File: src/hw/lsu_cfg.svh
`ifndef LSU_CFG_SVH
`define LSU_CFG_SVH

// ******************************
// Datapath widths
// ******************************
// Load and store data word
`define LSU_DATA_W          32
// Byte lanes per data word
`define LSU_BYTE_W          4

// ******************************
// DCCM window
// ******************************
`define LSU_DCCM_BASE       32'hF004_0000
// Byte address bits inside the window, 4 KiB
`define LSU_DCCM_ADDR_BITS  12
// Word index width and RAM depth follow from the window size
`define LSU_DCCM_IDX_W      (`LSU_DCCM_ADDR_BITS - 2)
`define LSU_DCCM_WORDS      (1 << `LSU_DCCM_IDX_W)

// Store buffer entries, power of two so the pointers wrap on their own
`define LSU_SB_DEPTH        4
// Fill count must hold 0 up to LSU_SB_DEPTH
`define LSU_SB_CNT_W        3

`endif

File: src/hw/lsu_pkg.sv
`default_nettype none

`include "lsu_cfg.svh"

package lsu_pkg;

   // ******************************
   // Request and pipeline types
   // ******************************

   // Decoded load/store request
   typedef struct packed {
      logic valid;                          // Request present
      logic load;
      logic store;
      logic by;                             // Byte access
      logic half;                           // Halfword access
      logic word;                           // Word access
      logic unsign;                         // Zero extend on load
   } lsu_pkt_t;

   // One dc stage of the pipeline
   typedef struct packed {
      lsu_pkt_t                 pkt;
      logic [31:0]              addr;       // Effective byte address
      logic [`LSU_DATA_W-1:0]   data;       // Store data already in its lanes
      logic [`LSU_BYTE_W-1:0]   be;         // Byte enables of the access
      logic                     exc;        // Misaligned or outside the DCCM
   } lsu_stage_t;

   // Exception report out of dc3
   typedef struct packed {
      logic        exc_valid;
      logic        is_store;
      logic        misaligned;              // Clear means access fault
      logic [31:0] addr;
   } lsu_error_pkt_t;

   // ******************************
   // Store buffer types
   // ******************************
   typedef struct packed {
      logic [`LSU_DCCM_IDX_W-1:0] idx;      // Word index inside the DCCM
      logic [`LSU_BYTE_W-1:0]     be;
      logic [`LSU_DATA_W-1:0]     data;
   } sb_entry_t;

   // Bytes forwarded to a load
   typedef struct packed {
      logic [`LSU_BYTE_W-1:0]     be;       // Lanes that override RAM data
      logic [`LSU_DATA_W-1:0]     data;
   } sb_fwd_t;

endpackage

`default_nettype wire

File: src/hw/lsu_stbuf.sv
`default_nettype none

`include "lsu_cfg.svh"

module lsu_stbuf (
   input  logic                     clk,
   input  logic                     rst_n,
   input  lsu_pkg::lsu_stage_t      stage_dc1,    // Load looking for forward data
   input  lsu_pkg::lsu_stage_t      stage_dc2,    // Store about to be pushed
   output lsu_pkg::sb_fwd_t         fwd_dc2,      // Forward bytes for the dc2 load
   output logic                     drain_valid,
   output lsu_pkg::sb_entry_t       drain_entry,
   output logic [`LSU_SB_CNT_W-1:0] sb_count,
   output logic                     sb_empty
);
   import lsu_pkg::*;

   localparam int depth = `LSU_SB_DEPTH;
   localparam int ptr_w = $clog2(`LSU_SB_DEPTH);
   localparam int cnt_w = `LSU_SB_CNT_W;

   sb_entry_t                  mem [depth];   // Entry storage, no reset
   logic [ptr_w-1:0]           head;          // Oldest entry
   logic [ptr_w-1:0]           tail;          // Next free slot
   logic                       push;
   logic                       pop;
   sb_entry_t                  push_entry;
   logic                       ld_dc1;
   logic [`LSU_DCCM_IDX_W-1:0] ld_idx_dc1;
   logic                       st_hit_dc2;
   sb_fwd_t                    fwd_d;

   // Overlay enabled bytes of one store onto the running forward value
   function automatic sb_fwd_t merge_bytes(sb_fwd_t acc,
                                           logic [`LSU_BYTE_W-1:0] be,
                                           logic [`LSU_DATA_W-1:0] data);
      sb_fwd_t r;
      r = acc;
      for (int b = 0; b < `LSU_BYTE_W; b++) begin
         if (be[b]) begin
            r.be[b]          = 1'b1;
            r.data[8*b +: 8] = data[8*b +: 8];   // Later call wins the lane
         end
      end
      return r;
   endfunction

   // ******************************
   // Push and drain
   // ******************************
   assign push = stage_dc2.pkt.valid & stage_dc2.pkt.store & ~stage_dc2.exc;

   always_comb begin
      push_entry.idx  = stage_dc2.addr[`LSU_DCCM_ADDR_BITS-1:2];
      push_entry.be   = stage_dc2.be;
      push_entry.data = stage_dc2.data;
   end

   assign sb_empty    = (sb_count == '0);
   assign pop         = ~sb_empty;               // Head leaves every cycle
   assign drain_valid = pop;
   assign drain_entry = mem[head];

   always_ff @(posedge clk) begin
      if (!rst_n) begin
         head     <= '0;
         tail     <= '0;
         sb_count <= '0;
      end else begin
         if (push) tail <= tail + 1'b1;
         if (pop)  head <= head + 1'b1;
         sb_count <= sb_count + cnt_w'(push) - cnt_w'(pop);
      end
   end

   always_ff @(posedge clk) begin
      if (push) mem[tail] <= push_entry;
   end

   // ******************************
   // Load forwarding in dc1
   // ******************************
   assign ld_dc1     = stage_dc1.pkt.valid & stage_dc1.pkt.load & ~stage_dc1.exc;
   assign ld_idx_dc1 = stage_dc1.addr[`LSU_DCCM_ADDR_BITS-1:2];
   assign st_hit_dc2 = push & (push_entry.idx == ld_idx_dc1);

   always_comb begin
      sb_entry_t        ent;
      logic [ptr_w-1:0] p;
      ent   = '0;
      p     = '0;
      fwd_d = '0;
      // Oldest to newest, the draining head included
      for (int i = 0; i < depth; i++) begin
         p   = head + ptr_w'(i);
         ent = mem[p];
         if (ld_dc1 && (i < sb_count) && (ent.idx == ld_idx_dc1)) begin
            fwd_d = merge_bytes(fwd_d, ent.be, ent.data);
         end
      end
      // Store in dc2 is newer than anything buffered
      if (ld_dc1 && st_hit_dc2) begin
         fwd_d = merge_bytes(fwd_d, push_entry.be, push_entry.data);
      end
   end

   always_ff @(posedge clk) begin
      fwd_dc2 <= fwd_d;                          // Lines up with RAM data in dc2
   end

   // Upstream stall must keep room for every accepted store
   a_no_push_full: assert property (@(posedge clk) disable iff (!rst_n)
      push |-> (sb_count < cnt_w'(depth)));

   a_count_max: assert property (@(posedge clk) disable iff (!rst_n)
      sb_count <= cnt_w'(depth));

endmodule

`default_nettype wire

File: config.mk
export PLATFORM = sky130hd
export DESIGN_NAME = lsu_stbuf
export DESIGN_NICKNAME = d
export VERILOG_FILES = /design/src/hw/lsu_pkg.sv /design/src/hw/lsu_stbuf.sv
export VERILOG_INCLUDE_DIRS = /design/src /design/src/hw
export SDC_FILE = /design/constraint.sdc
export NUM_CORES = 1
export LEC_CHECK = 0
export ABC_AREA = 1
export BUFFER_PORTS_ARGS = -buffer_cell sky130_fd_sc_hd__buf_2
export CORE_MARGIN = 4
export CORE_UTILIZATION = 30
export CTS_CLUSTER_SIZE = 30
export DETAILED_ROUTE_END_ITERATION = 6
export PLACE_DENSITY_LB_ADDON = 0.15
export REMOVE_ABC_BUFFERS = 1
export SLEW_MARGIN = 20
export SYNTH_ARGS = -nofsm -noshare
export SYNTH_HDL_FRONTEND = slang
export SYNTH_SLANG_ARGS = --single-unit
File: constraint.sdc
create_clock -name clk -period 8.23 [get_ports clk]
set_input_delay 1.646 -clock clk [delete_from_list [all_inputs] [get_ports clk]]
set_output_delay 1.646 -clock clk [all_outputs]
set_load 0.005 [all_outputs]
Word-level counts from Yosys, hierarchy flattened:

Memories as Yosys holds them, arrays and structs flattened. A register that Yosys moved wholly into a read port is not among the register bits.
Cells that the tools add are included.

* logic and storage cells: 88
* memories kept: 1
* input port bits: 154
* output and inout bits: 87
* RAM bits: 184
* flip-flop bits (word level): 43

* bitwise logic cells: 8
* reductions and logical operators: 10
* order comparisons: 4
* mux-type cells: 49
* add/sub/neg operators: 6
* equality and inequality tests: 5

Memories
* mem: depth 4, width 46, read ports 4, clocked after memory_dff 1, write ports 1, line lsu_stbuf.sv:22 `sb_entry_t mem [depth];`

Operator list (count)
* 36-bit two-way mux: 5
* 8-bit two-way mux: 20
* 10-bit == test: 5
* 1-bit two-way mux: 22
* 1-bit logical AND: 9
* 1-bit by 3-bit < comparator with 1-bit output, first input constant: 2
* 2-bit by 3-bit < comparator with 1-bit output, first input constant: 2
* 1-bit bitwise AND: 5
* 2-bit by 1-bit adder with 2-bit output, second input constant: 2
* 2-bit adder, second input constant: 2
* 2-bit two-way mux: 2
* 3-bit by 1-bit adder with 3-bit output: 1
* 3-bit zero test: 1
* 1-bit inverter: 3
* 3-bit by 1-bit subtractor with 3-bit output: 1

Logic depth before layout (Yosys ltp):

Gate-level depths: netlist of the first run.

* word-level depth: 13
* gate-level depth with buffers: 19
* depth with buffers taken out: 16

Least setup slack after synthesis of the first run:

Ideal clock, no wire load.

* path type: input port to flip-flop
* start: in stage_dc2[75] (netlist name)
* end: mem mem[0][0] (netlist name), enable pin
* arrival: 3981 ps
* cell stages on the path: 4
* buffers on the path: 0
* slack: 3799 ps
* setup time: 450 ps
* cells stage by stage: nand2_1 nor2_1 clkinv_1 nor2_1

* cells in the longest elaborated chain, start to end: 4

RTL lines
* from (decl): line lsu_stbuf.sv:9 `input lsu_pkg::lsu_stage_t stage_dc2,`
* 1-bit bitwise AND (2 in a row): line lsu_stbuf.sv:51 `assign push = stage_dc2.pkt.valid & stage_dc2.pkt.store & ~stage_dc2.exc;`
* 1-bit two-way mux: line lsu_stbuf.sv:77 `if (push) mem[tail] <= push_entry;`
* 1-bit two-way mux (implied by the code): line lsu_stbuf.sv:77
* to (decl): line lsu_stbuf.sv:22

Every way passes these cells.

==> out/qor.yml, run 1 <==
worst-path-max-fanout: 73
period_share: 0.601
die_w_um: 228
ys.flop_type: "edfxtp_1"
fin_cells: 2701
cts_tree: "done"
port_buffers: 150
power_mw: 5.45
antenna_found_initial: 10
wire_per_inst_um: 20.3
ioPinCount: 241
slowest_stage: "dfxtp_4"
drc: 0
synth_commonest_cells: "nand2_1 (677), o21ai_0 (219), inv_1 (203), edfxtp_1 (184), nor2_1 (120)"
crit_required_ns: 8.69
synthMostInstantiatedCell: "nand2_1"
combPwrFrac: 0.516
hpwl_mm: 33.5
avgSynthCellArea_um2: 7.41
clock-sinks: 229
hold-worst-slack_ns: 0.510
skew_ns: 0.0108
async_reset_ff_frac: 0
rsz0062_at_grt: "false"
reg2reg_slack_ns: 3.28
fp.dieH_um: 228
p_leak_nw: 7.25
power_frac_seq: 0.250
cpLargestDelayFamily: "simple AND/OR/NAND/NOR gates"
dr_total_vias: 14082
max_freq_mhz: 202
cts_hold_buffers: 0
grt_pass1_wl_mm: 82.6
fin_nets: 2224
overflow: 0
final_area_mm2: 0.0168
grt_max_degree: 83
ir_drop_mv: 0.194
p_sw_mw: 2.65
cts_resized: 0
rows: 80
post-place-ws_ns: 3.30
period_needed_ns: 4.95
clk_pin_slew_ns: 0.06
drive_above_1_share: 0.141
slowest_delay_ns: 0.83
worstMarginPinSlew_ns: 1.10
placed_cell_area_mm2: 0.0158
max-cap-violations: 0
setup_violations: 0
hold_violations: 0
gp_congestion: 0.841
slew_viol_final: 0
synth_area_mm2: 0.0146
cp_common_cell: "nand2_1"
yosys.area.top_type: "edfxtp_1"
dp_cells: 2645
die_area_mm2: 0.0522
cts_buffers: 28
p_int_mw: 2.80
cp-start-kind: "register"
cts_buffer_depth: 3
track_usage: 0.203
worstHoldPathType: "reg2reg"
crit_chain: "inv_4 > nand2_1 > buf_4 > inv_1 > a21oi_1 > nand2_1 > nand2_1 > nand2_1 > nor2_1 > nand2_1 > nor2_4 > nand3_2 > nand2_1 > inv_1 > nand2_1 > nand2_1 > a21oi_2"
vias_per_cell: 5.21
clkPwrFrac: 0.234
cts_root_buffer: "clkbuf_16"
dr.pass1.iters: 6
drtAntennaViolNets: 0
ys_seq_area_frac: 0.441
ys_types: 39
critPathArrivalTime_ns: 5.41
synth_top_area_frac: 0.379
relSlewSlack: 0.263
ys_ff_latch: 229
dr.first_iter.drc_count: 1292
end_kind: "register"
cts_setup_buffers: 0
yosysWarnings: 0
synth_edf_count: 184
postLayoutCoreUtil: 0.350
clock_latency_ns: 0.57
p_sw_frac: 0.486
path_buf_inv: 4
crit_type: "reg2reg"
fin_ws_ns: 3.28
powerDensity_mw_per_mm2: 326
tns_ns: 0
synthTopCellsByArea: "edfxtp_1 (38%), nand2_1 (17%), o21ai_0 (7.5%)"
grt_pass1_vias: 13563
synthCells: 1968
syn_to_final_growth_pct: 14.9
start_util: 0.305
fp.coreArea_mm2: 0.0478
wirelength_mm: 54.8
outcome: "finished, final reports clean"
htree_levels: 1
[sequential cells by signal, summed over array words and instances (netlist names), named ones only]
signal and flops:
head 2, sb_count 3, mem 184, fwd_dc2 36, tail 2
[placed cells by master, fill, tap and decap left out, types with 2 or more instances in the layout]
master      instances
clkinvlp_4          4
o21ai_1             4
xnor2_1             7
nor2_1            116
a221oi_1           32
bufinv_16           4
nand3_2            10
clkbuf_1            5
diode_2             3
nor2_2              4
edfxtp_1          184
ha_1                8
inv_1             202
clkinv_2            4
buf_4              28
o21ai_0           219
inv_4               2
clkinv_1           13
a21oi_1            38
dfxtp_1            43
nand2_1           676
a21oi_2            30
nand2_2             2
clkbuf_16          29
buf_2             150
nor2_4             10
inv_2               3
or2_2               3
a32oi_1             4
nand3_1            83
nand4_1           102
o22ai_1            37
a221oi_2            4
xor2_1             11
[power by group through the flow]
stage	clock network, mW	logic [mW]	registers, mW
6_report	1.27	2.82	1.37
5_1_grt	1.35	3.13	1.37
4_1_cts	1.31	2.81	1.37
3_5_place_dp	0	2.80	1.39
3_3_place_gp	0	2.78	1.39
2_1_floorplan	0	1.60	1.43
[kinds of logic (layout without fill, tap and decap cells)]
| kind of cell | after synthesis | count (layout) | synth area share |
|---|---|---|---|
| AND/OR/NAND/NOR | 1011 | 1011 | 0.296 |
| AO/OA/AOI/OAI | 370 | 370 | 0.150 |
| buffers and inverters | 331 | 446 | 0.0942 |
| flip-flops | 229 | 229 | 0.441 |
| XOR/XNOR | 18 | 18 | 0.0108 |
| adder cells (fa/ha/maj) | 9 | 9 | 0.00824 |
| other | 0 | 3 | 0 |
[final timing paths]
| check | from | end | cells after the start |
|---|---|---|---|
| worst max-delay path | head[0] | fwd_dc2[9] | 17 |
| worst min-delay path | tail[0] | tail[0] | 1 |
| worst max register to register | head[0] | fwd_dc2[9] | 17 |
| worst min register to register | tail[0] | tail[0] | 1 |
[metal layers]
layer  vias up  part of all wire  GRT usage
met5         -            0.0011          0
met2       531              0.45      0.330
met4        10             0.024     0.0591
li1       6797                 -          -
met1      6650              0.45      0.281
met3        94             0.069     0.0341
[area by class of cell]
| class | instances | area (µm²) |
|---|---|---|
| Fill cell | 5016 | 31100 |
| Multi-Input combinational cell | 1408 | 6820 |
| Sequential cell | 229 | 6430 |
| Timing Repair Buffer | 178 | 961 |
| Inverter | 216 | 816 |
| Tap cell | 615 | 769 |
| Clock buffer | 35 | 758 |
| Clock inverter | 17 | 194 |
| Antenna cell | 3 | 7.51 |
Note: power is estimated with default switching activity, not from simulation.
==> run 2: changes to the inputs <==
Settings changed: ABC_AREA 1 to 0.
Clock period 8.23 ns to 4.2 ns, I/O delays scaled along.
==> out/qor.yml, run 2 <==
outcome: "finished, final reports clean"
hold_violations: 0
fp.coreArea_mm2: 0.0433
fin_cells: 1733
drive_above_1_share: 0.338
cts_buffer_depth: 3
max-cap-violations: 0
crit_type: "reg2reg"
slowest_stage: "a22oi_1"
post-place-ws_ns: 0.724
cpLargestDelayFamily: "compound AO/OA/AOI/OAI gates"
htree_levels: 1
slew_viol_final: 0
ioPinCount: 241
clk_pin_slew_ns: 0.06
clock-sinks: 229
worst-path-max-fanout: 18
start_util: 0.305
dr.first_iter.drc_count: 769
dp_cells: 1679
clock_latency_ns: 0.56
async_reset_ff_frac: 0
fin_nets: 1288
rows: 76
top_regs: "mem: 184 flops, fwd_dc2: 36 flops, sb_count: 3 flops"
port_buffers: 150
p_leak_nw: 5.22
final_cell_mix: "edfxtp_1 (184), buf_2 (150), mux4_2 (90)"
ys_seq_area_frac: 0.486
grt_pass1_vias: 9611
track_usage: 0.169
r2r_cells: 8
drc: 0
slowest_delay_ns: 0.79
drtAntennaViolNets: 0
hpwl_mm: 27.0
crit_chain: "buf_4 > mux2i_1 > xnor2_1 > nor4b_1 > a22oi_1 > nor2_1 > a31o_2 > o31ai_1"
crit_path_start: "head[0]"
die_w_um: 218
synth_area_mm2: 0.0132
relSlewSlack: 0.348
vias_per_cell: 5.49
wire_per_inst_um: 23.7
avgSynthCellArea_um2: 13.5
placed_cell_area_mm2: 0.0147
dr_total_vias: 9514
final_area_mm2: 0.0157
grt_pass1_wl_mm: 61.5
critPathArrivalTime_ns: 3.85
cts_buffers: 29
skew_ns: 0.0166
gp_congestion: 0.780
cts_root_buffer: "clkbuf_16"
hold_start: "tail[1]"
max_freq_mhz: 289
top_register: "mem"
synth_edf_count: 184
powerDensity_mw_per_mm2: 555
end_kind: "register"
period_share: 0.824
crit_required_ns: 4.59
synthMostInstantiatedCell: "edfxtp_1"
rsz0062_at_grt: "false"
ys.flop_type: "edfxtp_1"
ys_types: 57
fp.dieH_um: 218
hold_depth: 2
yosysWarnings: 0
ys_ff_latch: 229
ir_drop_mv: 0.366
synthTopCellsByArea: "edfxtp_1 (42%), mux4_2 (15%), dfxtp_1 (6.8%)"
final_common_cell: "edfxtp_1"
largest_reg_flops: 184
dr.pass1.iters: 5
power_mw: 8.72
period_needed_ns: 3.46
die_area_mm2: 0.0475
antenna_found_initial: 4
synthCells: 981
path_depth: 8
overflow: 0
worstHoldPathType: "reg2reg"
worstMarginPinSlew_ns: 0.978
yosys.area.top_type: "edfxtp_1"
path_buf_inv: 1
syn_to_final_growth_pct: 18.9
grt_max_degree: 82
cts_resized: 0
r2r-start: "head[0]"
fin_ws_ns: 0.739
tns_ns: 0
wirelength_mm: 41.0
synth_commonest_cells: "edfxtp_1 (184), mux4_2 (90), nand2_1 (80), mux2i_1 (68), dfxtp_1 (45)"
cts_tree: "done"
cts_setup_buffers: 0
synth_top_area_frac: 0.418
cts_hold_buffers: 0
cp-start-kind: "register"
setup_violations: 0
fillers: 4151
==> run 2: worst paths after layout <==
path | endpoint | slack (ns)
worst max-delay path | fwd_dc2[16] | 0.74
worst min-delay path | tail[1] | 0.51
worst max register to register | fwd_dc2[16] | 0.74
worst min register to register | tail[1] | 0.51
==> run 2: cell type report <==
cell class | count | area, µm² | area share
antenna | 1 | 2.50 | 0.000159
clock buffer | 47 | 883 | 0.0562
clock inverter | 6 | 78.8 | 0.00502
inverter | 12 | 45.0 | 0.00287
multi-input combinational | 653 | 6360 | 0.405
sequential | 229 | 6440 | 0.410
tap | 585 | 732 | 0.0466
timing repair buffer | 200 | 1160 | 0.0741
==> run 2: per-layer routing <==
metal / part of all wire / routed length, µm / up-vias / track usage
li1: - / - / 4299 / -
met1: 0.43 / 17700 / 4853 / 0.230
met2: 0.49 / 20100 / 309 / 0.285
met3: 0.064 / 2640 / 47 / 0.0319
met4: 0.015 / 601 / 6 / 0.0312
met5: 0.0011 / 46 / - / 0
==> run 2: cells by family after synthesis <==
logic type,synth area share
buffers and inverters,0.0352
multiplexers,0.241
adder cells (fa/ha/maj),0.00909
flip-flops,0.486
AND/OR/NAND/NOR,0.0779
XOR/XNOR,0.0365
AO/OA/AOI/OAI,0.114
==> run 2: per-stage QoR <==
step / hold WS, ns / utilization
6_report: 0.506 / 0.363
5_1_grt: 0.495 / 0.363
3_3_place_gp: 0.491 / 0.341
3_5_place_dp: 0.499 / 0.341
2_1_floorplan: 0.476 / -
4_1_cts: 0.477 / 0.363
==> run 2: worst register-to-register path, delay by kind of cell (launching register included) <==
kind                   cells  cell delay (ns)
AO/OA/AOI/OAI              3             1.66
flip-flops                 1             0.54
AND/OR/NAND/NOR            2             0.33
buffers and inverters      1             0.29
XOR/XNOR                   1             0.22
multiplexers               1             0.25
==> run 2: report_power, final <==
group / internal, mW / switching, mW
registers: 2.51 / 0.245
clock network: 1.54 / 0.941
logic: 1.59 / 1.89
