$ cat config.mk
export PLATFORM = sky130hd
export DESIGN_NAME = lsu_lsc_ctl
export DESIGN_NICKNAME = d
export VERILOG_FILES = /design/src/hw/lsu_pkg.sv /design/src/hw/lsu_lsc_ctl.sv
export VERILOG_INCLUDE_DIRS = /design/src /design/src/hw
export SDC_FILE = /design/constraint.sdc
export NUM_CORES = 1
export LEC_CHECK = 0
export ABC_AREA = 1
export BUFFER_PORTS_ARGS = -buffer_cell sky130_fd_sc_hd__buf_2
export CORE_MARGIN = 2
export CORE_UTILIZATION = 40
export CTS_BUF_LIST = sky130_fd_sc_hd__clkbuf_4 sky130_fd_sc_hd__clkbuf_8 sky130_fd_sc_hd__clkbuf_16
export DETAILED_ROUTE_END_ITERATION = 8
export PLACE_DENSITY = 0.74
export SLEW_MARGIN = 20
export SYNTH_ARGS = -nofsm -noshare
export SYNTH_HDL_FRONTEND = slang
export SYNTH_SLANG_ARGS = --single-unit
$ cat constraint.sdc
create_clock -name clk -period 2.5 [get_ports clk]
set_clock_uncertainty 0.2 [all_clocks]
set_input_delay 0.125 -clock clk [delete_from_list [all_inputs] [get_ports clk]]
set_output_delay 0.125 -clock clk [all_outputs]
set_load 0.05 [all_outputs]
$ cat src/hw/lsu_cfg.svh
`ifndef LSU_CFG_SVH
`define LSU_CFG_SVH

// ******************************
// Datapath widths
// ******************************
// Load and store data word
`define LSU_DATA_W          32
// Byte lanes per data word
`define LSU_BYTE_W          4

// ******************************
// DCCM window
// ******************************
`define LSU_DCCM_BASE       32'hF004_0000
// Byte address bits inside the window, 4 KiB
`define LSU_DCCM_ADDR_BITS  12
// Word index width and RAM depth follow from the window size
`define LSU_DCCM_IDX_W      (`LSU_DCCM_ADDR_BITS - 2)
`define LSU_DCCM_WORDS      (1 << `LSU_DCCM_IDX_W)

// Store buffer entries, power of two so the pointers wrap on their own
`define LSU_SB_DEPTH        4
// Fill count must hold 0 up to LSU_SB_DEPTH
`define LSU_SB_CNT_W        3

`endif

$ cat src/hw/lsu_pkg.sv
`default_nettype none

`include "lsu_cfg.svh"

package lsu_pkg;

   // ******************************
   // Request and pipeline types
   // ******************************

   // Decoded load/store request
   typedef struct packed {
      logic valid;                          // Request present
      logic load;
      logic store;
      logic by;                             // Byte access
      logic half;                           // Halfword access
      logic word;                           // Word access
      logic unsign;                         // Zero extend on load
   } lsu_pkt_t;

   // One dc stage of the pipeline
   typedef struct packed {
      lsu_pkt_t                 pkt;
      logic [31:0]              addr;       // Effective byte address
      logic [`LSU_DATA_W-1:0]   data;       // Store data already in its lanes
      logic [`LSU_BYTE_W-1:0]   be;         // Byte enables of the access
      logic                     exc;        // Misaligned or outside the DCCM
   } lsu_stage_t;

   // Exception report out of dc3
   typedef struct packed {
      logic        exc_valid;
      logic        is_store;
      logic        misaligned;              // Clear means access fault
      logic [31:0] addr;
   } lsu_error_pkt_t;

   // ******************************
   // Store buffer types
   // ******************************
   typedef struct packed {
      logic [`LSU_DCCM_IDX_W-1:0] idx;      // Word index inside the DCCM
      logic [`LSU_BYTE_W-1:0]     be;
      logic [`LSU_DATA_W-1:0]     data;
   } sb_entry_t;

   // Bytes forwarded to a load
   typedef struct packed {
      logic [`LSU_BYTE_W-1:0]     be;       // Lanes that override RAM data
      logic [`LSU_DATA_W-1:0]     data;
   } sb_fwd_t;

endpackage

`default_nettype wire

$ cat src/hw/lsu_lsc_ctl.sv
`default_nettype none

`include "lsu_cfg.svh"

module lsu_lsc_ctl (
   input  logic                     clk,
   input  logic                     rst_n,
   input  lsu_pkg::lsu_pkt_t        lsu_p,        // Request packet
   input  logic [31:0]              rs1,          // Base register
   input  logic [11:0]              offset,       // Signed immediate
   input  logic [`LSU_DATA_W-1:0]   store_data,   // Raw store operand
   input  logic [`LSU_SB_CNT_W-1:0] sb_count,     // Store buffer fill
   input  logic                     sb_empty,
   output lsu_pkg::lsu_stage_t      stage_dc1,
   output lsu_pkg::lsu_stage_t      stage_dc2,
   output lsu_pkg::lsu_error_pkt_t  error_pkt,
   output logic                     store_stall,
   output logic                     idle
);
   import lsu_pkg::*;

   localparam logic [31:0] dccm_base = `LSU_DCCM_BASE;
   localparam int          win_bits  = `LSU_DCCM_ADDR_BITS;
   localparam int          cnt_w     = `LSU_SB_CNT_W;

   logic [31:0]            addr_d;       // Effective address before dc1
   logic                   in_dccm_d;
   logic                   misaligned_d;
   logic [`LSU_BYTE_W-1:0] be_d;
   lsu_stage_t             stage_d;
   lsu_stage_t             stage_dc3;
   logic                   misaligned_dc3;

   // ******************************
   // Address generation and checks
   // ******************************
   assign addr_d = rs1 + {{20{offset[11]}}, offset};   // Sign extended offset

   // Upper bits select the DCCM window
   assign in_dccm_d = (addr_d[31:win_bits] == dccm_base[31:win_bits]);

   // Half on odd byte, word off a word boundary
   assign misaligned_d = (lsu_p.half & addr_d[0]) |
                         (lsu_p.word & (|addr_d[1:0]));

   always_comb begin
      if (lsu_p.word) begin
         be_d = '1;                                     // All four lanes
      end else if (lsu_p.half) begin
         be_d = 4'b0011 << addr_d[1:0];
      end else begin
         be_d = 4'b0001 << addr_d[1:0];                 // Single byte lane
      end
   end

   // Stage contents entering dc1
   always_comb begin
      stage_d.pkt  = lsu_p;
      stage_d.addr = addr_d;
      stage_d.data = lsu_p.store ? (store_data << {addr_d[1:0], 3'b000}) : '0;
      stage_d.be   = be_d;
      stage_d.exc  = ~in_dccm_d | misaligned_d;
   end

   // ******************************
   // dc1 to dc3 pipeline registers
   // ******************************
   always_ff @(posedge clk) begin
      if (!rst_n) begin
         stage_dc1.pkt.valid <= 1'b0;     // Only the valids need clearing
         stage_dc2.pkt.valid <= 1'b0;
         stage_dc3.pkt.valid <= 1'b0;
      end else begin
         stage_dc1 <= stage_d;
         stage_dc2 <= stage_dc1;
         stage_dc3 <= stage_dc2;
      end
   end

   // Fault cause is recovered from the size and address in dc3
   assign misaligned_dc3 = (stage_dc3.pkt.half & stage_dc3.addr[0]) |
                           (stage_dc3.pkt.word & (|stage_dc3.addr[1:0]));

   // Exception report, one cycle pulse per faulting request
   always_comb begin
      error_pkt.exc_valid  = stage_dc3.pkt.valid & stage_dc3.exc;
      error_pkt.is_store   = stage_dc3.pkt.store;
      error_pkt.misaligned = misaligned_dc3;
      error_pkt.addr       = stage_dc3.addr;
   end

   // Two free entries kept for the stores in dc1 and dc2
   assign store_stall = (sb_count >= cnt_w'(`LSU_SB_DEPTH - 2));

   // Nothing in flight and nothing left to drain
   assign idle = ~(stage_dc1.pkt.valid | stage_dc2.pkt.valid | stage_dc3.pkt.valid) &
                 sb_empty;

   // Decode upstream must never send both kinds at once
   a_ld_st_excl: assert property (@(posedge clk) disable iff (!rst_n)
      lsu_p.valid |-> !(lsu_p.load && lsu_p.store));

endmodule

`default_nettype wire

# ---- Word-level counts from Yosys, hierarchy flattened
# Index checks and enable logic that the tools add are counted.
dict set report classes {
  n_mul 0
  n_mux 1
  n_lt_le_gt_ge 1
  n_addsub 1
  shift 3
  reduce_logical 2
  n_eq_ne 1
  div_mod_pow 0
  n_bitwise 13
}
# cell count
set op_table {}
lappend op_table {{$add A32 B32 Y32} 1}
lappend op_table {{$shl A32 B5 Y32} 1}
lappend op_table {{$eq A20 B20 Y1 const B} 1}
lappend op_table {{$and A1 B1 Y1} 6}
lappend op_table {{$or A1 B1 Y1} 5}
lappend op_table {{$mux W4} 1}
lappend op_table {{$reduce_or A2 Y1} 2}
lappend op_table {{$shl A1 B2 Y4 const A} 1}
lappend op_table {{$shl A2 B2 Y4 const A} 1}
lappend op_table {{$ge A3 B2 Y1 const B} 1}
lappend op_table {{$not A1 Y1} 2}
dict set report totals {
  mem_count 0
  elab_cells 50
  latchBits 0
  mem_bits_ro 0
  regBits 189
  output_inout_bits 189
  ramBits 0
  input_bits 89
}

# ---- Depth between registers and ports, before layout
# Gate-level depths: netlist of run 1.
dict set report logic_depth {
  ltp_word 5
  ltp_mapped 18
  mapped_depth_nobuf 18
}

# ---- Worst setup path after synthesis of run 1
# Ideal clock, no wire load.
dict set report synth_timing {
  path_type {register to output}
  from {reg stage_dc2[75] in the netlist's numbering}
  to {out idle}
  n_path_buf 0
  slack_ns 0.104
  arrival_time_ns 2.071
  stages_incl_launch_ff 2
  required_time_ns 2.175
  cell_sequence {dfxtp_1 -> nor4_1}
}
dict set report synth_between {
  elab_chain_cells 4
}
# item line_no
set synth_rtl {}
lappend synth_rtl {{from (decl)} lsu_lsc_ctl.sv:15} ;# output lsu_pkg::lsu_stage_t stage_dc2,
lappend synth_rtl {{from (signal assigned)} lsu_lsc_ctl.sv:75} ;# stage_dc2 <= stage_dc1;
lappend synth_rtl {{$or A1 B1 Y1 (2 in series)} lsu_lsc_ctl.sv:96} ;# assign idle = ~(stage_dc1.pkt.valid | stage_dc2.pkt.valid | stage_dc3.pkt.valid) &
lappend synth_rtl {{$not A1 Y1} lsu_lsc_ctl.sv:96}
lappend synth_rtl {{$and A1 B1 Y1} lsu_lsc_ctl.sv:96}
lappend synth_rtl {{to (decl)} lsu_lsc_ctl.sv:18} ;# output logic idle
# Every way passes these cells.

# ---- Worst setup path after layout of run 1
dict set report layout_timing {
  from {in offset[0]}
  to {reg stage_dc1[36] in the netlist's numbering, data pin}
}
dict set report layout_between {
  elab_chain_cells 2
}
# item line_no
set layout_rtl {}
lappend layout_rtl {{from (decl)} lsu_lsc_ctl.sv:10} ;# input logic [11:0] offset,
lappend layout_rtl {{$add A32 B32 Y32} lsu_lsc_ctl.sv:37} ;# assign addr_d = rs1 + {{20{offset[11]}}, offset};
lappend layout_rtl {{net addr_d[0]} lsu_lsc_ctl.sv:26} ;# logic [31:0] addr_d;
lappend layout_rtl {{$shl A32 B5 Y32} lsu_lsc_ctl.sv:60} ;# stage_d.data = lsu_p.store ? (store_data << {addr_d[1:0], 3'b000}) : '0;
lappend layout_rtl {{to (signal assigned)} lsu_lsc_ctl.sv:74} ;# stage_dc1 <= stage_d;
lappend layout_rtl {{to (decl)} lsu_lsc_ctl.sv:14} ;# output lsu_pkg::lsu_stage_t stage_dc1,
# The timed path passes the listed nets, and every way through them passes these cells.
# A chain may end at the register's enable or synchronous reset.

==> results of run 1 <==
-- per-stage QoR --
step | setup TNS (ns) | cell area [sq um] | total power [mW] | utilization [%] | hold WS [ns]
6_report | 0 | 11900 | 9.22 | 53.2 | 0.0141
5_1_grt | 0 | 11900 | 9.57 | 53.2 | 0.0150
2_1_floorplan | 0 | 9060 | 5.79 | - | 0.0185
3_5_place_dp | -0.0720 | 10900 | 6.52 | 48.6 | 0.104
4_1_cts | 0 | 11900 | 9.26 | 53.1 | 0.00213
3_3_place_gp | 0 | 10900 | 6.49 | 48.6 | 0.103
-- registers in the layout (all words and copies together) (netlist names) --
name and cells:
stage_dc3 4, stage_dc1 76, stage_dc2 76, error_pkt 33
-- how the worst max path moves through the flow --
stage / to / slack (ns) / depth (start not counted)
floorplan: idle / 0.10 / 1
global placement: stage_dc1[0] / 0.008 / 18
detailed placement: stage_dc1[0] / -0.07 / 13
CTS: stage_dc1[36] / 0.13 / 7
global route: stage_dc1[36] / 0.08 / 7
finish: stage_dc1[36] / 0.14 / 7
-- per-layer routing --
| metal | up-vias | wire [um] | GRT usage (%) |
|---|---|---|---|
| li1 | 3539 | - | - |
| met1 | 3274 | 9330 | 22.1 |
| met2 | 269 | 12200 | 35.2 |
| met3 | 39 | 1310 | 3.73 |
| met4 | 0 | 690 | 7.32 |
| met5 | - | 0 | 0 |
-- report_power, final --
part | internal (mW) | leakage [nW] | switching (mW)
Sequential | 3.88 | 1.84 | 0.148
Combinational | 0.651 | 3.55 | 1.84
Clock | 1.43 | 0.284 | 1.26
-- cells by family (layout without fill, tap and decap cells) --
| kind of cell | Yosys count | count (layout) | share of synthesized area (%) |
|---|---|---|---|
| adders and majority gates | 32 | 32 | 4.50 |
| muxes | 1 | 1 | 0.111 |
| and+or+nand+nor | 386 | 386 | 18.2 |
| AOI/OAI and AO/OA | 81 | 81 | 4.96 |
| DFF | 189 | 189 | 62.3 |
| xor gates and xnor gates | 11 | 11 | 1.06 |
| buffers and inverters | 178 | 528 | 8.79 |
-- repair_timing --
item / CTS / global route
endpoints found under the hold margin: 42 / 0
hold buffers: 44 / 0
endpoints found under the setup margin: 0 / 1
gates resized for setup: 0 / 1
-- placed cells by master (no fill, tap or decap), types with 2 or more instances in the layout --
master	instances
a21oi_1	31
a21oi_2	2
and2_4	3
buf_12	6
buf_2	275
buf_4	34
clkbuf_16	17
clkinv_4	2
clkinvlp_4	2
dfxtp_1	3
dlygate4sd3_1	44
edfxtp_1	186
ha_1	31
inv_1	133
inv_2	2
inv_6	4
inv_8	3
nand2_1	240
nand2_2	11
nand3_1	34
nand3_2	3
nand3b_1	5
nand4_1	7
nor2_1	65
nor2_2	6
nor3_1	2
nor4_1	2
o21ai_0	34
o21bai_1	2
o31ai_1	6
o32ai_1	3
xnor2_1	2
xor2_1	9
-- cell type report --
type                       instances  area, sq um
tap                              285          357
clock inverter                    14          153
sequential                       189         5650
fill                            2010        10500
timing repair buffer             361         2220
multi-input combinational        511         2620
clock buffer                      18          433
inverter                         135          507
==> flow_summary.toml, run 1 <==
[pwr]
ir_drop_mv = 0.405
p_leak_nw = 5.67
p_per_area_mw_per_mm2 = 773

[floorplan]
die_h_um = 154
core_sq_mm = 0.0224
fp.dieW_um = 154
ios = 278
start_util_pct = 40.4
dieArea_sq_mm = 0.0239
rows = 55

[synth]
syn_area_sq_mm = 0.00906
async_flop_share_pct = 0
synthDominantCellAreaShare_pct = 61.7
synth_commonest_cells = "nand2_1 (240), edfxtp_1 (186), inv_1 (133)"
ys_ff_latch = 189
yosysTopAreaCell = "edfxtp_1"
seq_area_frac_synth_pct = 62.3
syn_inst = 878
synth.avg_cell_area_sq_um = 10.3
syn-num-nets = 999
ys.flop_type = "edfxtp_1"
synth-warning-count = 0
synth_area_leaders = "edfxtp_1 (62%), nand2_1 (9.9%), inv_1 (5.5%)"
yosysMostFrequentCell = "nand2_1"
synth_cell_type_count = 39
synth-edff-count = 186

[placement]
post-dp-hpwl_um = 18200
portBuffers = 276
dp_cells = 1437
dpl_worst_slack_ns = -0.0720
gp_congestion = 0.940

[sta]
tightest_slew_ns = 0.631
grt_setup_unrepaired = "no"
finalCriticalPeriod_ns = 2.36
fin_crit_sh_pct = 94.4
fin_ws_ns = 0.140
max_freq_ghz = 0.424
slew-limit-headroom_pct = 58.0
finalHoldViolations = 0
final-setup-viol-count = 0
report.final.slew_viol_count = 0

[layout]
final_nets = 1336
post_layout_nonfiller_instances = 1513
area_delta_synth_final_pct = 31.7
n_antenna_cell = 0
drive_above_1_share_pct = 31.0

[run]
maxCapViolCount = 0

[critical_path]
cp-start-kind = "input pin"
critPathLaunch = "offset[0]"
cp_max_fo = 44
cpMaxStageDelayCell = "dlygate4sd3_1"
worst_ep_arrival_time_ns = 2.33
cp_top_family = "buffers and inverters"
required_ns = 2.47
crit_path_frequent_cell = "dlygate4sd3_1"
r2r-start = "stage_dc1[51]"
end_kind = "flip-flop"
cp_slowest_stage_delay_ns = 0.59
crit_buf_inv = 4
reg2regPathDepth = 0
rr_endpoint = "stage_dc2[51]"
path_cells = "buf_2 -> ha_1 -> buf_6 -> mux2i_1 -> dlygate4sd3_1 -> o32ai_1 -> dlygate4sd3_1"
crit_type = "input pin to flip-flop"
reg2reg_slack_ns = 1.53

[global_routing]
grt_usage_pct = 19.2
grt_pass1_wl_um = 35200
grt_max_degree = 75
grt_overflow = 0
grt_pass1_vias = 6734
antenna_found_initial = 0

[detailed_routing]
wl_per_cell_um = 15.5
vias = 7121
wl_um = 23500
drc = 0
drtAntennaViolNets = 0
first_iter_violations = 426
drt-vias-per-instance = 4.71
dr.pass1.iters = 5

[run_status]
outcome = "completed"

[cts]
cts_tree = "built"
cts_buffer_depth = 2
post_cts_buffers = 0
numCtsBuffers = 17
cts.sinks = 189
cts.clk_slew.worst_paths_ns = 0.07
clockRootBuffer = "clkbuf_16"
clk_latency_ns = 0.43
cts_htree_levels = 4

[worst_hold_path]
hold_class = "input pin to flip-flop"
hold_start = "rs1[2]"
whs_path_depth = 3
holdPathEnd = "stage_dc1[39]"
Power figures use the tool's default switching activity.
==> run 2: changes to the inputs <==
--- a/config.mk
+++ b/config.mk
@@ -7,7 +7,7 @@
 export NUM_CORES = 1
 export LEC_CHECK = 0
 export ABC_AREA = 1
-export BUFFER_PORTS_ARGS = -buffer_cell sky130_fd_sc_hd__buf_2
+export BUFFER_PORTS_ARGS = -buffer_cell sky130_fd_sc_hd__clkbuf_2
 export CORE_MARGIN = 2
 export CORE_UTILIZATION = 40
 export CTS_BUF_LIST = sky130_fd_sc_hd__clkbuf_4 sky130_fd_sc_hd__clkbuf_8 sky130_fd_sc_hd__clkbuf_16
==> flow_summary.toml, run 2 (synthesis gave the netlist of run 1 again) <==
[pwr]
p_per_area_mw_per_mm2 = 754
p_leak_nw = 5.76
finalPower_mw = 9.03
ir_drop_mv = 0.368

[sta]
slew-limit-headroom_pct = 63.7
fin_crit_sh_pct = 94.8
tightest_slew_ns = 0.545
report.final.slew_viol_count = 0
finalCriticalPeriod_ns = 2.37
grt_setup_unrepaired = "yes"
hold_ws_ns = 0.0408
max_freq_ghz = 0.422
finalHoldViolations = 0
final-setup-viol-count = 0

[cts]
cts_buffer_depth = 2
numCtsBuffers = 17
post_cts_buffers = 0
clk_latency_ns = 0.42
cts.sinks = 189
cts_tree = "built"
cts.clk_slew.worst_paths_ns = 0.07
clockRootBuffer = "clkbuf_16"
cts_htree_levels = 4

[layout]
finish.utilization_pct = 53.4
stdcell_area_sq_mm = 0.0120
n_fill_cell = 1985
mostFrequentLayoutCells = "clkbuf_2 (275), nand2_1 (237), edfxtp_1 (186), inv_1 (133), nor2_1 (63)"
final_nets = 1348
drive_above_1_share_pct = 31.9
area_delta_synth_final_pct = 32.2
final_common_cell = "clkbuf_2"
n_antenna_cell = 0

[global_routing]
grt_usage_pct = 18.9
grt_pass1_wl_um = 34900
grt_overflow = 0
grt_pass1_vias = 6923
antenna_found_initial = 0
grt_max_degree = 62

[critical_path]
crit_type = "input pin to flip-flop"
required_ns = 2.47
cp_top_family = "simple AND/OR/NAND/NOR gates"
cp_max_fo = 4
cpMaxStageDelayCell = "dlygate4sd3_1"
worst_ep_arrival_time_ns = 2.34
rr_endpoint = "stage_dc2[51]"
crit_path_frequent_cell = "nand2_1"
r2r-start = "stage_dc1[51]"
end_kind = "flip-flop"
path_cells = "dlygate4sd3_1 -> clkbuf_2 -> ha_1 -> or2_1 -> nand3_2 -> nand2_2 -> nand2_1 -> nand2_2 -> nand2_1 -> nand2_1 -> nand2_1 -> nand2_1 -> nor2_1 -> nand2_1 -> nor3_2 -> nand2_1"
cp_slowest_stage_delay_ns = 0.53
reg2reg_slack_ns = 1.54
reg2regPathDepth = 0
cp-start-kind = "input pin"
crit_buf_inv = 2

[placement]
placed_area_sq_mm = 0.0110
gp_congestion = 0.902
post-dp-hpwl_um = 18000
portBuffers = 276

[floorplan]
die_h_um = 154
start_util_pct = 40.4
dieArea_sq_mm = 0.0239
rows = 55
core_sq_mm = 0.0224
fp.dieW_um = 154
ios = 278

[worst_hold_path]
hold_class = "input pin to flip-flop"
whs_path_depth = 5
hold_start = "store_data[16]"
holdPathEnd = "stage_dc1[29]"

[detailed_routing]
vias = 7082
first_iter_violations = 351
wl_um = 22700
drc = 0
drtAntennaViolNets = 0
dr.pass1.iters = 5
drt-vias-per-instance = 4.64
wl_per_cell_um = 14.9

[run_status]
outcome = "completed"

[run]
maxCapViolCount = 0
-- run 2: repair_timing --
| action | CTS | global route |
|---|---|---|
| gates resized for setup | 0 | 6 |
| setup endpoints to repair | 0 | 4 |
| hold endpoints to repair | 44 | 0 |
| hold buffers | 45 | 0 |
-- run 2: cell type report --
type,count,area (sq um),area share [%]
clock inverter,14,109,0.909
tap,285,357,2.98
inverter,135,507,4.23
sequential,189,5650,47.1
timing repair buffer,373,2300,19.2
multi-input combinational,511,2630,21.9
clock buffer,18,433,3.62
-- run 2: power breakdown --
group	leakage [nW]	switching [mW]	internal, mW
Combinational	3.65	1.84	0.667
Sequential	1.84	0.153	3.89
Clock	0.268	1.18	1.30
Total	5.76	3.17	5.86
-- run 2: worst max-delay path by stage --
stage                       start  slack (ns)            end  cells past startpoint
floorplan           stage_dc2[75]        0.10           idle                      1
global placement        offset[0]       -0.05   stage_dc1[0]                     13
detailed placement      offset[0]       -0.06   stage_dc1[0]                     18
CTS                     offset[0]        0.08  stage_dc1[23]                     10
global route               rs1[2]       -0.02   stage_dc1[0]                     16
finish                     rs1[2]        0.13   stage_dc1[0]                     16
-- run 2: per-stage QoR --
step	cells	setup WS [ns]	setup TNS (ns)
6_report	1525	0.130	0
5_1_grt	1525	-0.0191	-0.0191
4_1_cts	1525	0.0792	0
3_5_place_dp	1448	-0.0578	-0.0578
3_3_place_gp	1448	-0.0481	-0.0481
2_1_floorplan	878	0.104	0
-- run 2: per-layer routing --
metal	GRT usage [%]	up-vias	share of wire, %
met1	21.3	3213	39
met4	7.19	0	3.0
li1	-	3570	-
met2	35.2	259	53
met3	3.84	40	5.2
met5	0	-	0
-- run 2: tightest hold or removal path, stage by stage --
cell and delay [ns]:
clkbuf_2 0.09, inv_1 0.05, a21oi_1 0.10, o21ai_0 0.07, o21ai_0 0.09
==> run 3: changes to the inputs <==
--- a/config.mk
+++ b/config.mk
@@ -9,10 +9,10 @@
 export ABC_AREA = 1
 export BUFFER_PORTS_ARGS = -buffer_cell sky130_fd_sc_hd__clkbuf_2
 export CORE_MARGIN = 2
-export CORE_UTILIZATION = 40
+export CORE_UTILIZATION = 52
 export CTS_BUF_LIST = sky130_fd_sc_hd__clkbuf_4 sky130_fd_sc_hd__clkbuf_8 sky130_fd_sc_hd__clkbuf_16
 export DETAILED_ROUTE_END_ITERATION = 8
-export PLACE_DENSITY = 0.74
+export PLACE_DENSITY = 0.9
 export SLEW_MARGIN = 20
 export SYNTH_ARGS = -nofsm -noshare
 export SYNTH_HDL_FRONTEND = slang
==> flow_summary.toml, run 3 (synthesis gave the netlist of run 1 again) <==
[cts]
post_cts_buffers = 0
cts.sinks = 189
cts_tree = "built"
clockRootBuffer = "clkbuf_16"
cts.clk_slew.worst_paths_ns = 0.07
cts_htree_levels = 4
cts_buffer_depth = 2
clk_latency_ns = 0.42
numCtsBuffers = 17

[worst_hold_path]
hold_class = "input pin to flip-flop"
hold_start = "rst_n"

[critical_path]
cp_max_fo = 40
r2r-start = "stage_dc1[50]"
critPathLaunch = "offset[0]"
required_ns = 2.46
crit_type = "input pin to flip-flop"
end_kind = "flip-flop"
worst_ep_arrival_time_ns = 2.37
cp-start-kind = "input pin"

[sta]
slew-limit-headroom_pct = 52.2
finalCriticalPeriod_ns = 2.41
fin_setup_tns_ns = 0
hold_ws_ns = -0.00749
max_freq_ghz = 0.415
fin_crit_sh_pct = 96.3
tightest_slew_ns = 0.717
final-setup-viol-count = 0
grt_setup_unrepaired = "no"
finalHoldViolations = 2
report.final.slew_viol_count = 0
fin_ws_ns = 0.0924

[layout]
stdcell_area_sq_mm = 0.0118
area_delta_synth_final_pct = 30.6
regArea_sq_mm = 0.00565
post_layout_nonfiller_instances = 1450
final_nets = 1330
finish.utilization_pct = 68.9
n_fill_cell = 1328
mostFrequentLayoutCells = "clkbuf_2 (275), nand2_1 (239), edfxtp_1 (186), inv_1 (133), nor2_1 (65)"
final_common_cell = "clkbuf_2"
drive_above_1_share_pct = 30.9
multi_input_area_sq_mm = 0.00262

[pwr]
switchingPower_mw = 3.14
pwr-share-seq_pct = 43.6
p_int_mw = 6.16
p_sw_share_pct = 33.8
p_leak_nw = 5.71
pwr-share-clk_pct = 30.1
p_per_area_mw_per_mm2 = 786
ir_drop_mv = 0.617
combPwrFrac_pct = 26.3
finalPower_mw = 9.29

[floorplan]
dieArea_sq_mm = 0.0185
fp.dieW_um = 136
core_sq_mm = 0.0172
start_util_pct = 52.7
ios = 278
die_h_um = 136
rows = 48

[detailed_routing]
first_iter_violations = 507
wl_per_cell_um = 15.8
drc = 0
wl_um = 22900
drtAntennaViolNets = 0
dr.pass1.iters = 6
vias = 7251
drt-vias-per-instance = 5.00

[global_routing]
grt_max_degree = 73
grt_pass1_vias = 6747
grt_overflow = 0
antenna_found_initial = 3
grt_pass1_wl_um = 34400
grt_usage_pct = 24.7

[placement]
portBuffers = 276
dp_cells = 1372
placed_area_sq_mm = 0.0108
gp_congestion = 0.925
post-dp-hpwl_um = 17600
dpl_worst_slack_ns = -0.0658

[run_status]
outcome = "complete, but fails checks"
violations = "hold timing"

[run]
maxCapViolCount = 0
==> run 3: final timing paths <==
path | endpoint | slack [ns] | cells after the start
worst max-delay path | stage_dc1[24] | 0.09 | 7
worst min-delay path | stage_dc3[75] | -0.007 | 3
worst max register to register | stage_dc2[50] | 1.54 | 0
worst min register to register | stage_dc2[75] | 0.24 | 2
==> run 3: timing repair <==
| item | CTS | global route |
|---|---|---|
| setup endpoints to repair | 0 | 2 |
| resized for setup | 0 | 1 |
| hold buffers | 43 | 0 |
| hold endpoints to repair | 43 | 0 |
==> run 3: area by class of cell <==
class                   instances  share of cell area [%]
flip-flops and latches        189                    47.7
multi-input cells             511                    22.1
repair buffers                355                    18.2
inverters                     135                    4.28
clock buffers                  21                    3.90
well taps                     225                    2.38
clock inverters                11                    1.31
diodes                          3                  0.0635
==> run 3: power by group through the flow <==
stage | clock, mW | sequential [mW] | combinational, mW
2_1_floorplan | 0 | 4.98 | 0.818
3_5_place_dp | 0 | 4.12 | 2.37
6_report | 2.79 | 4.05 | 2.45
4_1_cts | 2.83 | 4.05 | 2.44
3_3_place_gp | 0 | 4.09 | 2.33
5_1_grt | 2.95 | 4.08 | 2.61
==> run 3: layer usage <==
layer / up-vias / global-route usage (%) / part of all wire (%)
met5: - / 0 / 0
met4: 0 / 11.1 / 3.6
met3: 65 / 4.55 / 6.5
met2: 331 / 44.0 / 52
met1: 3316 / 29.2 / 38
li1: 3539 / - / -
==> run 3: critical path: stages <==
cell and delay, ns:
clkbuf_2 0.09, ha_1 0.39, buf_4 0.39, inv_1 0.34, o21ai_0 0.31, o31ai_1 0.13, dlygate4sd3_1 0.58
